**src/hw/exec_pkg.sv**
```systemverilog
`default_nettype none

package exec_pkg;

  ////////////////////////////////////////////////////////////////////
  // widths and depths
  ////////////////////////////////////////////////////////////////////

  localparam int XLEN        = 32;
  localparam int REG_BITS    = 5;
  localparam int TAG_BITS    = 8;
  localparam int IN_DEPTH    = 4;
  localparam int OUT_DEPTH   = 4;
  localparam int MUL_STEPS   = 8;
  localparam int CREDIT_BITS = 4;

  // shifts take the low 5 bits of the second operand
  typedef enum logic [3:0] {
    OP_ADD   = 4'd0,
    OP_SUB   = 4'd1,
    OP_AND   = 4'd2,
    OP_OR    = 4'd3,
    OP_XOR   = 4'd4,
    OP_SLL   = 4'd5,
    OP_SRL   = 4'd6,
    OP_SRA   = 4'd7,
    OP_SLT   = 4'd8,
    OP_SLTU  = 4'd9,
    OP_MUL   = 4'd10,
    OP_MULHU = 4'd11
  } alu_op_e;

  ////////////////////////////////////////////////////////////////////
  // records passed between stages
  ////////////////////////////////////////////////////////////////////

  typedef struct packed {
    logic [TAG_BITS-1:0] tag;
    alu_op_e             op;
    logic [REG_BITS-1:0] rd;
    logic [REG_BITS-1:0] rs1;
    logic [REG_BITS-1:0] rs2;
    logic                use_imm;
    logic [XLEN-1:0]     imm;
  } micro_op_t;

  typedef struct packed {
    logic                valid;
    logic [TAG_BITS-1:0] tag;
    alu_op_e             op;
    logic [REG_BITS-1:0] rd;
    logic [XLEN-1:0]     opnd_a;
    logic [XLEN-1:0]     opnd_b;
  } issue_t;

  typedef struct packed {
    logic                valid;
    logic [TAG_BITS-1:0] tag;
    logic [REG_BITS-1:0] rd;
    logic [XLEN-1:0]     value;
  } exec_result_t;

  typedef struct packed {
    logic                en;
    logic [REG_BITS-1:0] rd;
    logic [XLEN-1:0]     data;
  } reg_write_t;

  typedef struct packed {
    logic [TAG_BITS-1:0] tag;
    logic [REG_BITS-1:0] rd;
    logic [XLEN-1:0]     value;
  } result_t;

endpackage

`default_nettype wire

```
**src/hw/credit_fifo.sv**
```systemverilog
`timescale 1ns/1ps
`default_nettype none

module credit_fifo #(
  parameter type payload_t = logic,
  parameter int  DEPTH     = exec_pkg::IN_DEPTH
) (
  input  wire                          clk_i,
  input  wire                          reset_i,
  input  wire                          push_i,
  input  payload_t                     data_i,
  input  wire                          pop_i,
  output payload_t                     data_o,
  output logic                         empty_o,
  output logic [$clog2(DEPTH+1)-1:0]   count_o
);

  // depth is a power of two so the pointers wrap on their own
  payload_t                     mem_q [DEPTH];
  logic [$clog2(DEPTH)-1:0]     wr_ptr_q;
  logic [$clog2(DEPTH)-1:0]     rd_ptr_q;
  logic [$clog2(DEPTH+1)-1:0]   count_q;

  always_ff @(posedge clk_i) begin
    if (push_i) begin
      mem_q[wr_ptr_q] <= data_i;
    end
  end

  always_ff @(posedge clk_i) begin
    if (reset_i) begin
      wr_ptr_q <= '0;
      rd_ptr_q <= '0;
      count_q  <= '0;
    end else begin
      if (push_i) begin
        wr_ptr_q <= wr_ptr_q + 1'b1;
      end
      if (pop_i) begin
        rd_ptr_q <= rd_ptr_q + 1'b1;
      end
      case ({push_i, pop_i})
        2'b10:   count_q <= count_q + 1'b1;
        2'b01:   count_q <= count_q - 1'b1;
        default: count_q <= count_q;
      endcase
    end
  end

  // head is visible without a read cycle
  assign data_o  = mem_q[rd_ptr_q];
  assign empty_o = (count_q == '0);
  assign count_o = count_q;

endmodule

`default_nettype wire

```
**src/hw/operand_stage.sv**
```systemverilog
`timescale 1ns/1ps
`default_nettype none

module operand_stage (
  input  wire                     clk_i,
  input  wire                     reset_i,
  input  wire                     op_valid_i,
  input  exec_pkg::micro_op_t     op_i,
  output logic                    in_credit_o,
  input  wire                     wb_ready_i,
  input  wire                     mul_busy_i,
  input  wire                     mul_done_i,
  input  exec_pkg::exec_result_t  alu_res_i,
  input  exec_pkg::reg_write_t    wb_write_i,
  output exec_pkg::issue_t        issue_o
);

  exec_pkg::micro_op_t              head;
  logic                             fifo_empty;
  logic                             head_is_mul;
  logic                             hold;
  logic                             pop;
  logic [exec_pkg::XLEN-1:0]        rs1_val;
  logic [exec_pkg::XLEN-1:0]        rs2_val;
  logic [exec_pkg::XLEN-1:0]        regs_q [1 << exec_pkg::REG_BITS];

  credit_fifo #(
    .payload_t (exec_pkg::micro_op_t),
    .DEPTH     (exec_pkg::IN_DEPTH)
  ) in_fifo_i (
    .clk_i   (clk_i),
    .reset_i (reset_i),
    .push_i  (op_valid_i),
    .data_i  (op_i),
    .pop_i   (pop),
    .data_o  (head),
    .empty_o (fifo_empty),
    .count_o ()
  );

  ////////////////////////////////////////////////////////////////////
  // register file, x0 never written
  ////////////////////////////////////////////////////////////////////

  always_ff @(posedge clk_i) begin
    if (reset_i) begin
      for (int i = 0; i < (1 << exec_pkg::REG_BITS); i++) begin
        regs_q[i] <= '0;
      end
    end else if (wb_write_i.en && wb_write_i.rd != '0) begin
      regs_q[wb_write_i.rd] <= wb_write_i.data;
    end
  end

  // newest value first: alu result, then the write port, then the file
  function automatic logic [exec_pkg::XLEN-1:0] resolve(
    input logic [exec_pkg::REG_BITS-1:0] idx,
    input logic [exec_pkg::XLEN-1:0]     rf_val
  );
    if (idx == '0) begin
      return '0;
    end else if (alu_res_i.valid && alu_res_i.rd == idx) begin
      return alu_res_i.value;
    end else if (wb_write_i.en && wb_write_i.rd == idx) begin
      return wb_write_i.data;
    end
    return rf_val;
  endfunction

  ////////////////////////////////////////////////////////////////////
  // issue control
  ////////////////////////////////////////////////////////////////////

  assign head_is_mul = (head.op == exec_pkg::OP_MUL) || (head.op == exec_pkg::OP_MULHU);

  // a multiply also waits for the alu to drain, so its result
  // always finds room in the output fifo
  assign hold = !wb_ready_i || mul_busy_i || mul_done_i ||
                (head_is_mul && alu_res_i.valid);
  assign pop  = !fifo_empty && !hold;

  always_comb begin
    rs1_val        = resolve(head.rs1, regs_q[head.rs1]);
    rs2_val        = resolve(head.rs2, regs_q[head.rs2]);
    issue_o.valid  = pop;
    issue_o.tag    = head.tag;
    issue_o.op     = head.op;
    issue_o.rd     = head.rd;
    issue_o.opnd_a = rs1_val;
    issue_o.opnd_b = head.use_imm ? head.imm : rs2_val;
  end

  // one credit back per pop, a cycle later
  always_ff @(posedge clk_i) begin
    if (reset_i) begin
      in_credit_o <= 1'b0;
    end else begin
      in_credit_o <= pop;
    end
  end

endmodule

`default_nettype wire

```
**src/hw/alu_unit.sv**
```systemverilog
`timescale 1ns/1ps
`default_nettype none

module alu_unit (
  input  wire                     clk_i,
  input  wire                     reset_i,
  input  exec_pkg::issue_t        issue_i,
  input  wire                     wb_ready_i,
  output exec_pkg::exec_result_t  alu_res_o
);

  logic                       start;
  logic [4:0]                 shamt;
  logic [exec_pkg::XLEN-1:0]  a;
  logic [exec_pkg::XLEN-1:0]  b;
  logic [exec_pkg::XLEN-1:0]  result;
  exec_pkg::exec_result_t     res_q;

  assign start = issue_i.valid && issue_i.op != exec_pkg::OP_MUL &&
                 issue_i.op != exec_pkg::OP_MULHU;
  assign a     = issue_i.opnd_a;
  assign b     = issue_i.opnd_b;
  assign shamt = b[4:0];

  always_comb begin
    case (issue_i.op)
      exec_pkg::OP_ADD:  result = a + b;
      exec_pkg::OP_SUB:  result = a - b;
      exec_pkg::OP_AND:  result = a & b;
      exec_pkg::OP_OR:   result = a | b;
      exec_pkg::OP_XOR:  result = a ^ b;
      exec_pkg::OP_SLL:  result = a << shamt;
      exec_pkg::OP_SRL:  result = a >> shamt;
      exec_pkg::OP_SRA:  result = $signed(a) >>> shamt;
      exec_pkg::OP_SLT:  result = {{(exec_pkg::XLEN-1){1'b0}}, $signed(a) < $signed(b)};
      exec_pkg::OP_SLTU: result = {{(exec_pkg::XLEN-1){1'b0}}, a < b};
      default:           result = '0;
    endcase
  end

  // result stays put until writeback takes it
  always_ff @(posedge clk_i) begin
    if (reset_i) begin
      res_q.valid <= 1'b0;
    end else if (start) begin
      res_q <= '{valid: 1'b1, tag: issue_i.tag, rd: issue_i.rd, value: result};
    end else if (wb_ready_i) begin
      res_q.valid <= 1'b0;
    end
  end

  assign alu_res_o = res_q;

endmodule

`default_nettype wire

```
**src/hw/mul_unit.sv**
```systemverilog
`timescale 1ns/1ps
`default_nettype none

module mul_unit (
  input  wire                     clk_i,
  input  wire                     reset_i,
  input  exec_pkg::issue_t        issue_i,
  output exec_pkg::exec_result_t  mul_res_o,
  output logic                    busy_o
);

  logic                                   start;
  logic                                   busy_q;
  logic                                   done_q;
  logic                                   hi_q;
  logic [$clog2(exec_pkg::MUL_STEPS)-1:0] step_q;
  logic [2*exec_pkg::XLEN-1:0]            acc_q;
  logic [2*exec_pkg::XLEN-1:0]            mcand_q;
  logic [exec_pkg::XLEN-1:0]              mplier_q;
  logic [exec_pkg::TAG_BITS-1:0]          tag_q;
  logic [exec_pkg::REG_BITS-1:0]          rd_q;

  // four multiplier bits per step
  function automatic logic [2*exec_pkg::XLEN-1:0] partial(
    input logic [2*exec_pkg::XLEN-1:0] mcand,
    input logic [3:0]                  nib
  );
    logic [2*exec_pkg::XLEN-1:0] sum;
    sum = '0;
    for (int i = 0; i < 4; i++) begin
      if (nib[i]) begin
        sum = sum + (mcand << i);
      end
    end
    return sum;
  endfunction

  assign start = issue_i.valid &&
                 (issue_i.op == exec_pkg::OP_MUL || issue_i.op == exec_pkg::OP_MULHU);

  // first nibble is folded in at issue, the other seven while busy
  always_ff @(posedge clk_i) begin
    if (reset_i) begin
      busy_q <= 1'b0;
      done_q <= 1'b0;
      step_q <= '0;
    end else if (start) begin
      busy_q   <= 1'b1;
      step_q   <= 1'b1;
      hi_q     <= (issue_i.op == exec_pkg::OP_MULHU);
      tag_q    <= issue_i.tag;
      rd_q     <= issue_i.rd;
      acc_q    <= partial({{exec_pkg::XLEN{1'b0}}, issue_i.opnd_a}, issue_i.opnd_b[3:0]);
      mcand_q  <= {{exec_pkg::XLEN{1'b0}}, issue_i.opnd_a} << 4;
      mplier_q <= issue_i.opnd_b >> 4;
    end else if (busy_q) begin
      if (done_q) begin
        busy_q <= 1'b0;
        done_q <= 1'b0;
      end else begin
        acc_q    <= acc_q + partial(mcand_q, mplier_q[3:0]);
        mcand_q  <= mcand_q << 4;
        mplier_q <= mplier_q >> 4;
        step_q   <= step_q + 1'b1;
        done_q   <= (step_q == ($clog2(exec_pkg::MUL_STEPS))'(exec_pkg::MUL_STEPS - 1));
      end
    end
  end

  assign busy_o    = busy_q;
  assign mul_res_o = '{valid: done_q, tag: tag_q, rd: rd_q,
                       value: hi_q ? acc_q[2*exec_pkg::XLEN-1:exec_pkg::XLEN]
                                   : acc_q[exec_pkg::XLEN-1:0]};

endmodule

`default_nettype wire

```
**src/hw/writeback_stage.sv**
```systemverilog
`timescale 1ns/1ps
`default_nettype none

module writeback_stage (
  input  wire                     clk_i,
  input  wire                     reset_i,
  input  exec_pkg::exec_result_t  alu_res_i,
  input  exec_pkg::exec_result_t  mul_res_i,
  output logic                    wb_ready_o,
  output exec_pkg::reg_write_t    wb_write_o,
  input  wire                     out_credit_i,
  output logic                    out_valid_o,
  output exec_pkg::result_t       out_o
);

  logic                                     alu_take;
  logic                                     pend_valid_q;
  exec_pkg::result_t                        pend_q;
  logic                                     out_empty;
  logic [$clog2(exec_pkg::OUT_DEPTH+1)-1:0] out_count;
  logic [exec_pkg::CREDIT_BITS-1:0]         credits_q;

  // multiply results are always taken, issue control leaves room for them
  assign alu_take   = alu_res_i.valid && wb_ready_o;
  assign wb_ready_o = (out_count < ($clog2(exec_pkg::OUT_DEPTH+1))'(exec_pkg::OUT_DEPTH - 1));

  always_ff @(posedge clk_i) begin
    if (reset_i) begin
      pend_valid_q <= 1'b0;
    end else begin
      pend_valid_q <= alu_take || mul_res_i.valid;
      if (mul_res_i.valid) begin
        pend_q <= '{tag: mul_res_i.tag, rd: mul_res_i.rd, value: mul_res_i.value};
      end else if (alu_take) begin
        pend_q <= '{tag: alu_res_i.tag, rd: alu_res_i.rd, value: alu_res_i.value};
      end
    end
  end

  assign wb_write_o = '{en: pend_valid_q && pend_q.rd != '0, rd: pend_q.rd,
                        data: pend_q.value};

  credit_fifo #(
    .payload_t (exec_pkg::result_t),
    .DEPTH     (exec_pkg::OUT_DEPTH)
  ) out_fifo_i (
    .clk_i   (clk_i),
    .reset_i (reset_i),
    .push_i  (pend_valid_q),
    .data_i  (pend_q),
    .pop_i   (out_valid_o),
    .data_o  (out_o),
    .empty_o (out_empty),
    .count_o (out_count)
  );

  ////////////////////////////////////////////////////////////////////
  // output credits
  ////////////////////////////////////////////////////////////////////

  assign out_valid_o = !out_empty && credits_q != '0;

  always_ff @(posedge clk_i) begin
    if (reset_i) begin
      credits_q <= '0;
    end else begin
      case ({out_credit_i, out_valid_o})
        2'b10:   credits_q <= credits_q + 1'b1;
        2'b01:   credits_q <= credits_q - 1'b1;
        default: credits_q <= credits_q;
      endcase
    end
  end

endmodule

`default_nettype wire

```
**src/hw/exec_core.sv**
```systemverilog
`timescale 1ns/1ps
`default_nettype none

module exec_core (
  input  wire                  clk_i,
  input  wire                  reset_i,
  input  wire                  op_valid_i,
  input  exec_pkg::micro_op_t  op_i,
  output logic                 in_credit_o,
  input  wire                  out_credit_i,
  output logic                 out_valid_o,
  output exec_pkg::result_t    out_o
);

  exec_pkg::issue_t        issue;
  exec_pkg::exec_result_t  alu_res;
  exec_pkg::exec_result_t  mul_res;
  exec_pkg::reg_write_t    wb_write;
  logic                    mul_busy;
  logic                    wb_ready;

  ////////////////////////////////////////////////////////////////////
  // input side
  ////////////////////////////////////////////////////////////////////

  operand_stage operand_stage_i (
    .clk_i       (clk_i),
    .reset_i     (reset_i),
    .op_valid_i  (op_valid_i),
    .op_i        (op_i),
    .in_credit_o (in_credit_o),
    .wb_ready_i  (wb_ready),
    .mul_busy_i  (mul_busy),
    .mul_done_i  (mul_res.valid),
    .alu_res_i   (alu_res),
    .wb_write_i  (wb_write),
    .issue_o     (issue)
  );

  // processing units
  alu_unit alu_unit_i (
    .clk_i      (clk_i),
    .reset_i    (reset_i),
    .issue_i    (issue),
    .wb_ready_i (wb_ready),
    .alu_res_o  (alu_res)
  );

  mul_unit mul_unit_i (
    .clk_i     (clk_i),
    .reset_i   (reset_i),
    .issue_i   (issue),
    .mul_res_o (mul_res),
    .busy_o    (mul_busy)
  );

  ////////////////////////////////////////////////////////////////////
  // output side
  ////////////////////////////////////////////////////////////////////

  writeback_stage writeback_stage_i (
    .clk_i        (clk_i),
    .reset_i      (reset_i),
    .alu_res_i    (alu_res),
    .mul_res_i    (mul_res),
    .wb_ready_o   (wb_ready),
    .wb_write_o   (wb_write),
    .out_credit_i (out_credit_i),
    .out_valid_o  (out_valid_o),
    .out_o        (out_o)
  );

endmodule

`default_nettype wire

```
**config.mk**
```make
export PLATFORM = sky130hd
export DESIGN_NAME = exec_core
export DESIGN_NICKNAME = d
export VERILOG_FILES = /design/src/hw/exec_pkg.sv /design/src/hw/credit_fifo.sv /design/src/hw/operand_stage.sv /design/src/hw/alu_unit.sv /design/src/hw/mul_unit.sv /design/src/hw/writeback_stage.sv /design/src/hw/exec_core.sv
export SDC_FILE = /design/constraint.sdc
export NUM_CORES = 2
export LEC_CHECK = 0
export BUFFER_PORTS_ARGS = -buffer_cell sky130_fd_sc_hd__buf_2
export CELL_PAD_IN_SITES_DETAIL_PLACEMENT = 0
export CELL_PAD_IN_SITES_GLOBAL_PLACEMENT = 1
export CORE_ASPECT_RATIO = 1.5
export CORE_MARGIN = 1.5
export CORE_UTILIZATION = 35
export DETAILED_ROUTE_END_ITERATION = 8
export GPL_TIMING_DRIVEN = 0
export PLACE_DENSITY_LB_ADDON = 0.15
export SLEW_MARGIN = 20
export SYNTH_ARGS = -nofsm -noshare
export SYNTH_HDL_FRONTEND = slang
export SYNTH_HIERARCHICAL = 1
export SYNTH_SLANG_ARGS = --single-unit
```
**constraint.sdc**
```tcl
create_clock -name clk_i -period 24.5 [get_ports clk_i]
set_input_delay 2.45 -clock clk_i [delete_from_list [all_inputs] [get_ports clk_i]]
set_output_delay 2.45 -clock clk_i [all_outputs]
set_load 0.01 [all_outputs]
```
# Word-level counts from Yosys, hierarchy flattened
# Memory sizes are Yosys's and may differ from the RTL's. A register that Yosys moved wholly into a read port is not among the register bits.
# Cells that the tools add are included.
[totals]
reg_bits = 290
ram_bits = 1444
inputBits = 64
mem_count = 3
[mem_list]
columns = ["name", "depth", "word_bits", "read_ports", "rd_clocked_by_memory_dff", "write_ports", "line", "source"]
rows = [
  ["operand_stage_i.regs_q", 32, 32, 2, 0, 32, "operand_stage.sv:25", "logic [exec_pkg::XLEN-1:0] regs_q [1 << exec_pkg::REG_BITS];"],
  ["operand_stage_i.in_fifo_i.mem_q", 4, 60, 1, 1, 1, "credit_fifo.sv:19", "payload_t mem_q [DEPTH];"],
  ["writeback_stage_i.out_fifo_i.mem_q", 4, 45, 1, 1, 1, "credit_fifo.sv:19", ""],
]
[op_classes]
add_sub_neg = 20
magnitude_cmp = 3
n_eq_ne = 25
shifts = 3
mux = 86
bitwise = 6
reduce_logical = 44
[op_table]
columns = ["operator", "count"]
rows = [
  ["$mux 64", 34],
  ["$mux 32", 14],
  ["$pmux 32 s10", 1],
  ["$add 64x64->64", 4],
  ["$mux 45", 2],
  ["$add 64x33->64", 1],
  ["$add 64x34->64", 1],
  ["$add 64x35->64", 1],
  ["$lt 32x32->1", 2],
  ["$mux 36", 1],
  ["$add 32x32->32", 1],
  ["$and 32x32->32", 1],
  ["$or 32x32->32", 1],
  ["$reduce_or 32->1", 1],
  ["$shl 32x5->32", 1],
  ["$shr 32x5->32", 1],
  ["$sshr 32x5->32", 1],
  ["$sub 32x32->32", 1],
  ["$xor 32x32->32", 1],
  ["$mux 28", 1],
  ["$mux 1", 25],
  ["$eq 5x5->1", 4],
  ["$eq 4x3->1 const B", 4],
  ["$eq 4x4->1 const B", 4],
  ["30 further kinds", 79],
]

# Logic depth before layout (Yosys ltp)
[logic_depth]
word_depth = 32
mapped_depth = 58

# Modules after synthesis
# The synthesis kept the hierarchy.
[modules_own_cells]
columns = ["mod", "instances", "cells_each", "area_per_inst_um2", "seq_area_each_um2"]
rows = [
  ["operand_stage", 1, 3673, 55620.8, 30769.5],
  ["mul_unit", 1, 3756, 29191.7, 5084.9],
  ["alu_unit", 1, 1287, 9222.6, 1371.3],
  ["credit_fifo (operand_stage_i.in_fifo_i)", 1, 360, 9151.3, 7387.1],
  ["credit_fifo (writeback_stage_i.out_fifo_i)", 1, 281, 6981.7, 5585.4],
  ["writeback_stage", 1, 170, 2492.4, 1451.4],
]

# Worst setup path before layout
# Ideal clock, no wire load.
[synth_path]
kind = "reg-to-reg"
start = "register mul_unit_i/mplier_q[0] (netlist bit)"
end = "register mul_unit_i/acc_q[54] (netlist bit) (data pin)"
setup_time_ps = 266
arrival_time_ps = 9951
required_ps = 24234
slack_ps = 14283
path_stages_with_launch = 54
path_buffers = 7
path_cell_list = "edfxtp_1 buf_2 buf_6 buf_6 buf_6 buf_6 clkbuf_1 clkbuf_1 and2_1 ha_1 inv_1 fa_1 nor2b_4 maj3_1 o21ai_0 a211oi_1 nor2_1 xnor2_1 [... 18 more ...] nor2b_1 o21ai_0 nand2b_1 a311oi_1 xnor2_1 mux2_2 ha_1 a21o_1 a41oi_1 o21ai_0 a21o_1 or4b_1 nor3_1 o31ai_1 o41ai_2 o21ai_0 xnor2_1 nor2_1"
[synth_between]
elab_chain_len = 27
[synth_lines]
columns = ["item", "line", "source"]
rows = [
  ["from (decl)", "mul_unit.sv:19", "logic [exec_pkg::XLEN-1:0] mplier_q;"],
  ["from (signal assigned)", "mul_unit.sv:55", "mplier_q <= issue_i.opnd_b >> 4;"],
  ["from (signal assigned)", "mul_unit.sv:63", "mplier_q <= mplier_q >> 4;"],
  ["$mux 64 *", "mul_unit.sv:31", "if (nib[i]) begin"],
  ["$mux 64 *", "mul_unit.sv:57", "if (done_q) begin"],
  ["$mux 64 *", "mul_unit.sv:56", "end else if (busy_q) begin"],
  ["$mux 64 *", "mul_unit.sv:47", "end else if (start) begin"],
  ["$mux 64 *", "mul_unit.sv:43", "if (reset_i) begin"],
  ["$add 64x64->64", "mul_unit.sv:32", "sum = sum + (mcand << i);"],
  ["$mux 64 *", "mul_unit.sv:31", ""],
  ["$mux 64 *", "mul_unit.sv:57", ""],
  ["[... 11 more ...]", "n/a", ""],
  ["$mux 64 *", "mul_unit.sv:57", ""],
  ["$mux 64 *", "mul_unit.sv:56", ""],
  ["$mux 64 *", "mul_unit.sv:47", ""],
  ["$mux 64 *", "mul_unit.sv:43", ""],
  ["$add 64x64->64 *", "mul_unit.sv:61", "acc_q <= acc_q + partial(mcand_q, mplier_q[3:0]);"],
  ["$mux 64 *", "mul_unit.sv:57", ""],
  ["$mux 64 *", "mul_unit.sv:56", ""],
  ["$mux 64 *", "mul_unit.sv:47", ""],
  ["to (signal assigned)", "mul_unit.sv:53", "acc_q <= partial({{exec_pkg::XLEN{1'b0}}, issue_i.opnd_a}, issue_i.opnd_b[3:0]);"],
  ["to (signal assigned)", "mul_unit.sv:61", ""],
  ["to (decl)", "mul_unit.sv:17", "logic [2*exec_pkg::XLEN-1:0] acc_q;"],
]
# Mark *: on every way between the ends. The rest lies on a longest branch, timed or not. The select of a mux whose other input is x is not followed.
# A chain may end at the register's enable or synchronous reset.

# Worst setup path in the final report
[layout_path]
start = "register mul_unit_i/mplier_q[0] (netlist bit)"
end = "register mul_unit_i/acc_q[56] (netlist bit) (data pin)"
# The elaborated chain is that of the path after synthesis.

==> run_results.csv <==
group,metric,value,unit
outcome,status,"finished clean",
worst_setup_path,crit_arrival,17.22,ns
floorplanning,initial_utilization,35.10,%
clocking,post_cts_resized,0,
clocking,clock-sinks,1730,
worst_setup_path,end_kind,"flip-flop",
clocking,clkTransAtPathRegs,0.06,ns
timing,setup_viol,0,
synthesis,synth-edff-count,1700,
clocking,cts_root_buf,"clkbuf_16",
clocking,cts_htree_levels,4,
synthesis,synth_ff_type,"edfxtp_1",
global_route,antenna_found_initial,44,
synthesis,avgSynthCellArea,11.83,um^2
timing,fmax,60.30,MHz
floorplanning,ios,111,
timing,max_slew_margin,14.92,%
synthesis,yosys_register_bits,1730,
timing,worstMarginPinSlew,1.274,ns
worst_setup_path,cp_max_fo,10,
global_route,overflow,0,
synthesis,synth.area.top_cells,"edfxtp_1 45%, mux4_2 12%, and2_1 6.5%, ha_1 4.8%, mux2_2 2.2%",
global_route,grt_max_degree,41,
global_route,grt_pass1_vias,88240,
place,io_buffers,110,
timing,maxSlewViolCount,0,
pwr,power_per_cell_area,164.5,nW/um^2
cells_and_area,final_cell_area,126900,um^2
job,max_cap_violations,0,
drt,drc,0,
synthesis,netlist.area_leader.share,45.31,%
global_route,grt_pass1_wl,726.9,mm
clocking,ctsHoldBuffers,0,
timing,rsz0062_at_grt,"no",
synthesis,netlist_instances,9527,
cells_and_area,nets,10440,
place,dpl_cell_area,120800,um^2
synthesis,yosys_warnings,6,
floorplanning,die_height,697.9,um
floorplanning,die_w,466.2,um
synthesis,yosysTopAreaCell,"edfxtp_1",
drt,ant_nets,0,
place,dp_hpwl,440.8,mm
worst_setup_path,cp.required,25.13,ns
synthesis,yosysUniqueCellTypes,123,
timing,finClkSkew,0.06111,ns
min_path,hp-class,"reg2reg",
clocking,clock_latency,0.91,ns
clocking,tritoncts,"yes",
worst_setup_path,slowest_stage,"nor3_1",
global_route,grt_usage,32.47,%
synthesis,netlist_area,112700,um^2
floorplanning,die_area,325400,um^2
drt,wirelength,537.8,mm
worst_setup_path,cp_top_family,"compound AO/OA/AOI/OAI gates",
cells_and_area,area_growth,12.60,%
clocking,post_cts_buffers,0,
timing,hold_violations,0,
drt,drtIter0Drc,7158,
timing,fin_tns_setup,0,ns
place,globalplace.congestion,1.017,
clocking,numCtsBuffers,185,
synthesis,yosysSeqAreaShare,45.85,%
timing,fin_crit_sh,67.69,%
drt,vias,85280,
worst_setup_path,cp_slowest_stage_delay,0.91,ns
cells_and_area,final_layout_size_suffix_gt1_share,17.54,%
floorplanning,placementRows,255,
pwr,leakagePower,47.04,nW
drt,via_per_inst,5.952,
worst_setup_path,critPathLaunchType,"flip-flop",
clocking,clock_path_buffers,4,
worst_setup_path,criticalPathCategory,"reg2reg",
timing,fin_crit,16.58,ns
pwr,ir_drop,92.70,uV
drt,detail_route.wl_per_cell,37.53,um
synthesis,async_flop_share,0,%
worst_setup_path,critPathBufInv,10,
floorplanning,core,321000,um^2
drt,firstDrtPassIters,6,
Yosys cell counts (23+ instances only):
| master | n |
|---|---|
| a221o_1 | 47 |
| a221oi_1 | 28 |
| nand4_1 | 76 |
| nor2_1 | 452 |
| a31oi_1 | 62 |
| nand2b_1 | 74 |
| a22oi_1 | 25 |
| o21ai_1 | 26 |
| nor3_1 | 142 |
| a22o_1 | 38 |
| or2_2 | 48 |
| o21bai_1 | 62 |
| buf_2 | 118 |
| o21a_1 | 54 |
| o22ai_1 | 104 |
| and3_1 | 43 |
| buf_1 | 56 |
| o22a_1 | 27 |
| dfxtp_1 | 30 |
| a211o_1 | 23 |
| o31ai_1 | 28 |
| o211ai_1 | 76 |
| and2_1 | 1178 |
| nor2b_1 | 52 |
| nand3_1 | 83 |
| edfxtp_1 | 1700 |
| nand2_1 | 637 |
| inv_1 | 247 |
| mux2i_1 | 169 |
| mux4_2 | 621 |
| buf_4 | 66 |
| clkbuf_1 | 495 |
| o221ai_1 | 73 |
| xnor2_1 | 222 |
| ha_1 | 435 |
| mux2_2 | 217 |
| xor2_1 | 134 |
| a211oi_1 | 108 |
| o21ai_0 | 331 |
| a21oi_1 | 488 |
| a21o_1 | 249 |
kinds of logic after synthesis:
family / share of synthesized area [%]
AOI/OAI and AO/OA: 12.38
xor gates and xnor gates: 2.788
adders and majority gates: 5.054
buffers and inverters: 4.035
DFF: 45.85
muxes: 16.22
other: 0.003329
and+or+nand+nor: 13.67
power breakdown:
part	switching, W	internal, W	total, W	leakage (nW)
logic	0.00907	0.00505	0.0141	27.2
clock network	0.00126	0.00162	0.00288	2.89
registers	0.000253	0.00361	0.00386	17.0
total	0.0106	0.0103	0.0209	47.0
routing by layer:
layer / up-vias / part of all wire, % / track usage, %
li1: 36930 / - / -
met1: 43450 / 32 / 31.97
met2: 3498 / 52 / 58.90
met3: 1394 / 4.9 / 4.198
met4: 18 / 11 / 29.35
met5: - / 0.024 / 0
layout make-up:
| class | instances | area [um^2] |
|---|---|---|
| Fill cell | 31200 | 194100 |
| Multi-Input combinational cell | 6808 | 57240 |
| Sequential cell | 1730 | 51650 |
| Tap cell | 4240 | 5305 |
| Clock buffer | 215 | 4826 |
| Buffer | 767 | 3681 |
| Timing Repair Buffer | 182 | 2043 |
| Clock inverter | 109 | 1095 |
| Inverter | 253 | 949.7 |
| Antenna cell | 25 | 62.56 |
layout by cell type, fill, tap and decap left out, drive strengths merged, types with 38 or more instances in the layout:
cell and n:
nand4 76, ha 435, nand2 637, nor2b 53
mux4 626, clkbuf 711, and3 43, o21ai 363
o22ai 104, clkinv 73, xor2 134, buf 453
a21o 250, a21oi 496, a22o 38, edfxtp 1700
inv 259, nand3 83, o21bai 62, nand2b 75
nor3 144, and2 1179, mux2i 169, o221ai 74
o21a 54, a31oi 65, a221o 47, o211ai 77
nor2 452, xnor2 222, a211oi 125, mux2 219
or2 50
state kept, by name, summed over array words and instances (netlist names), 4 cells and up, named ones only:
| register | cells |
|---|---|
| writeback_stage_i/wb_write_o | 37 |
| mul_unit_i/mcand_q | 60 |
| operand_stage_i/in_fifo_i/mem_q | 240 |
| writeback_stage_i/pend_q | 8 |
| writeback_stage_i/credits_q | 4 |
| alu_unit_i/alu_res_o | 46 |
| mul_unit_i/rd_q | 5 |
| mul_unit_i/acc_q | 64 |
| mul_unit_i/tag_q | 8 |
| operand_stage_i/regs_q | 1024 |
| mul_unit_i/mplier_q | 28 |
| writeback_stage_i/out_fifo_i/mem_q | 180 |
through the flow:
stage | worst slack [ns] | hold slack, ns | total power [W] | util (%) | cells
after detailed placement | 7.865 | 0.4875 | 0.01776 | 37.64 | 13980
after floorplan | 14.28 | 0.4582 | 0.01258 | - | 9558
after global placement | 7.212 | 0.4667 | 0.01738 | 36.96 | 13910
after CTS | 7.837 | 0.5031 | 0.02069 | 39.49 | 14300
after global routing | 7.634 | 0.5217 | 0.02187 | 39.51 | 14310
final | 7.915 | 0.5037 | 0.02087 | 39.52 | 14330
path summary, 6_finish.rpt:
| check | end | depth (start not counted) | startpoint | slack, ns |
|---|---|---|---|---|
| worst max-delay path | mul_unit_i/acc_q[56] | 52 | mul_unit_i/mplier_q[0] | 7.92 |
| worst min-delay path | writeback_stage_i/out_fifo_i/mem_q[2][43] | 0 | writeback_stage_i/pend_q[43] | 0.50 |
| worst max register to register | mul_unit_i/acc_q[56] | 52 | mul_unit_i/mplier_q[0] | 7.92 |
| worst min register to register | writeback_stage_i/out_fifo_i/mem_q[2][43] | 0 | writeback_stage_i/pend_q[43] | 0.50 |
Power figures use the tool's default switching activity.
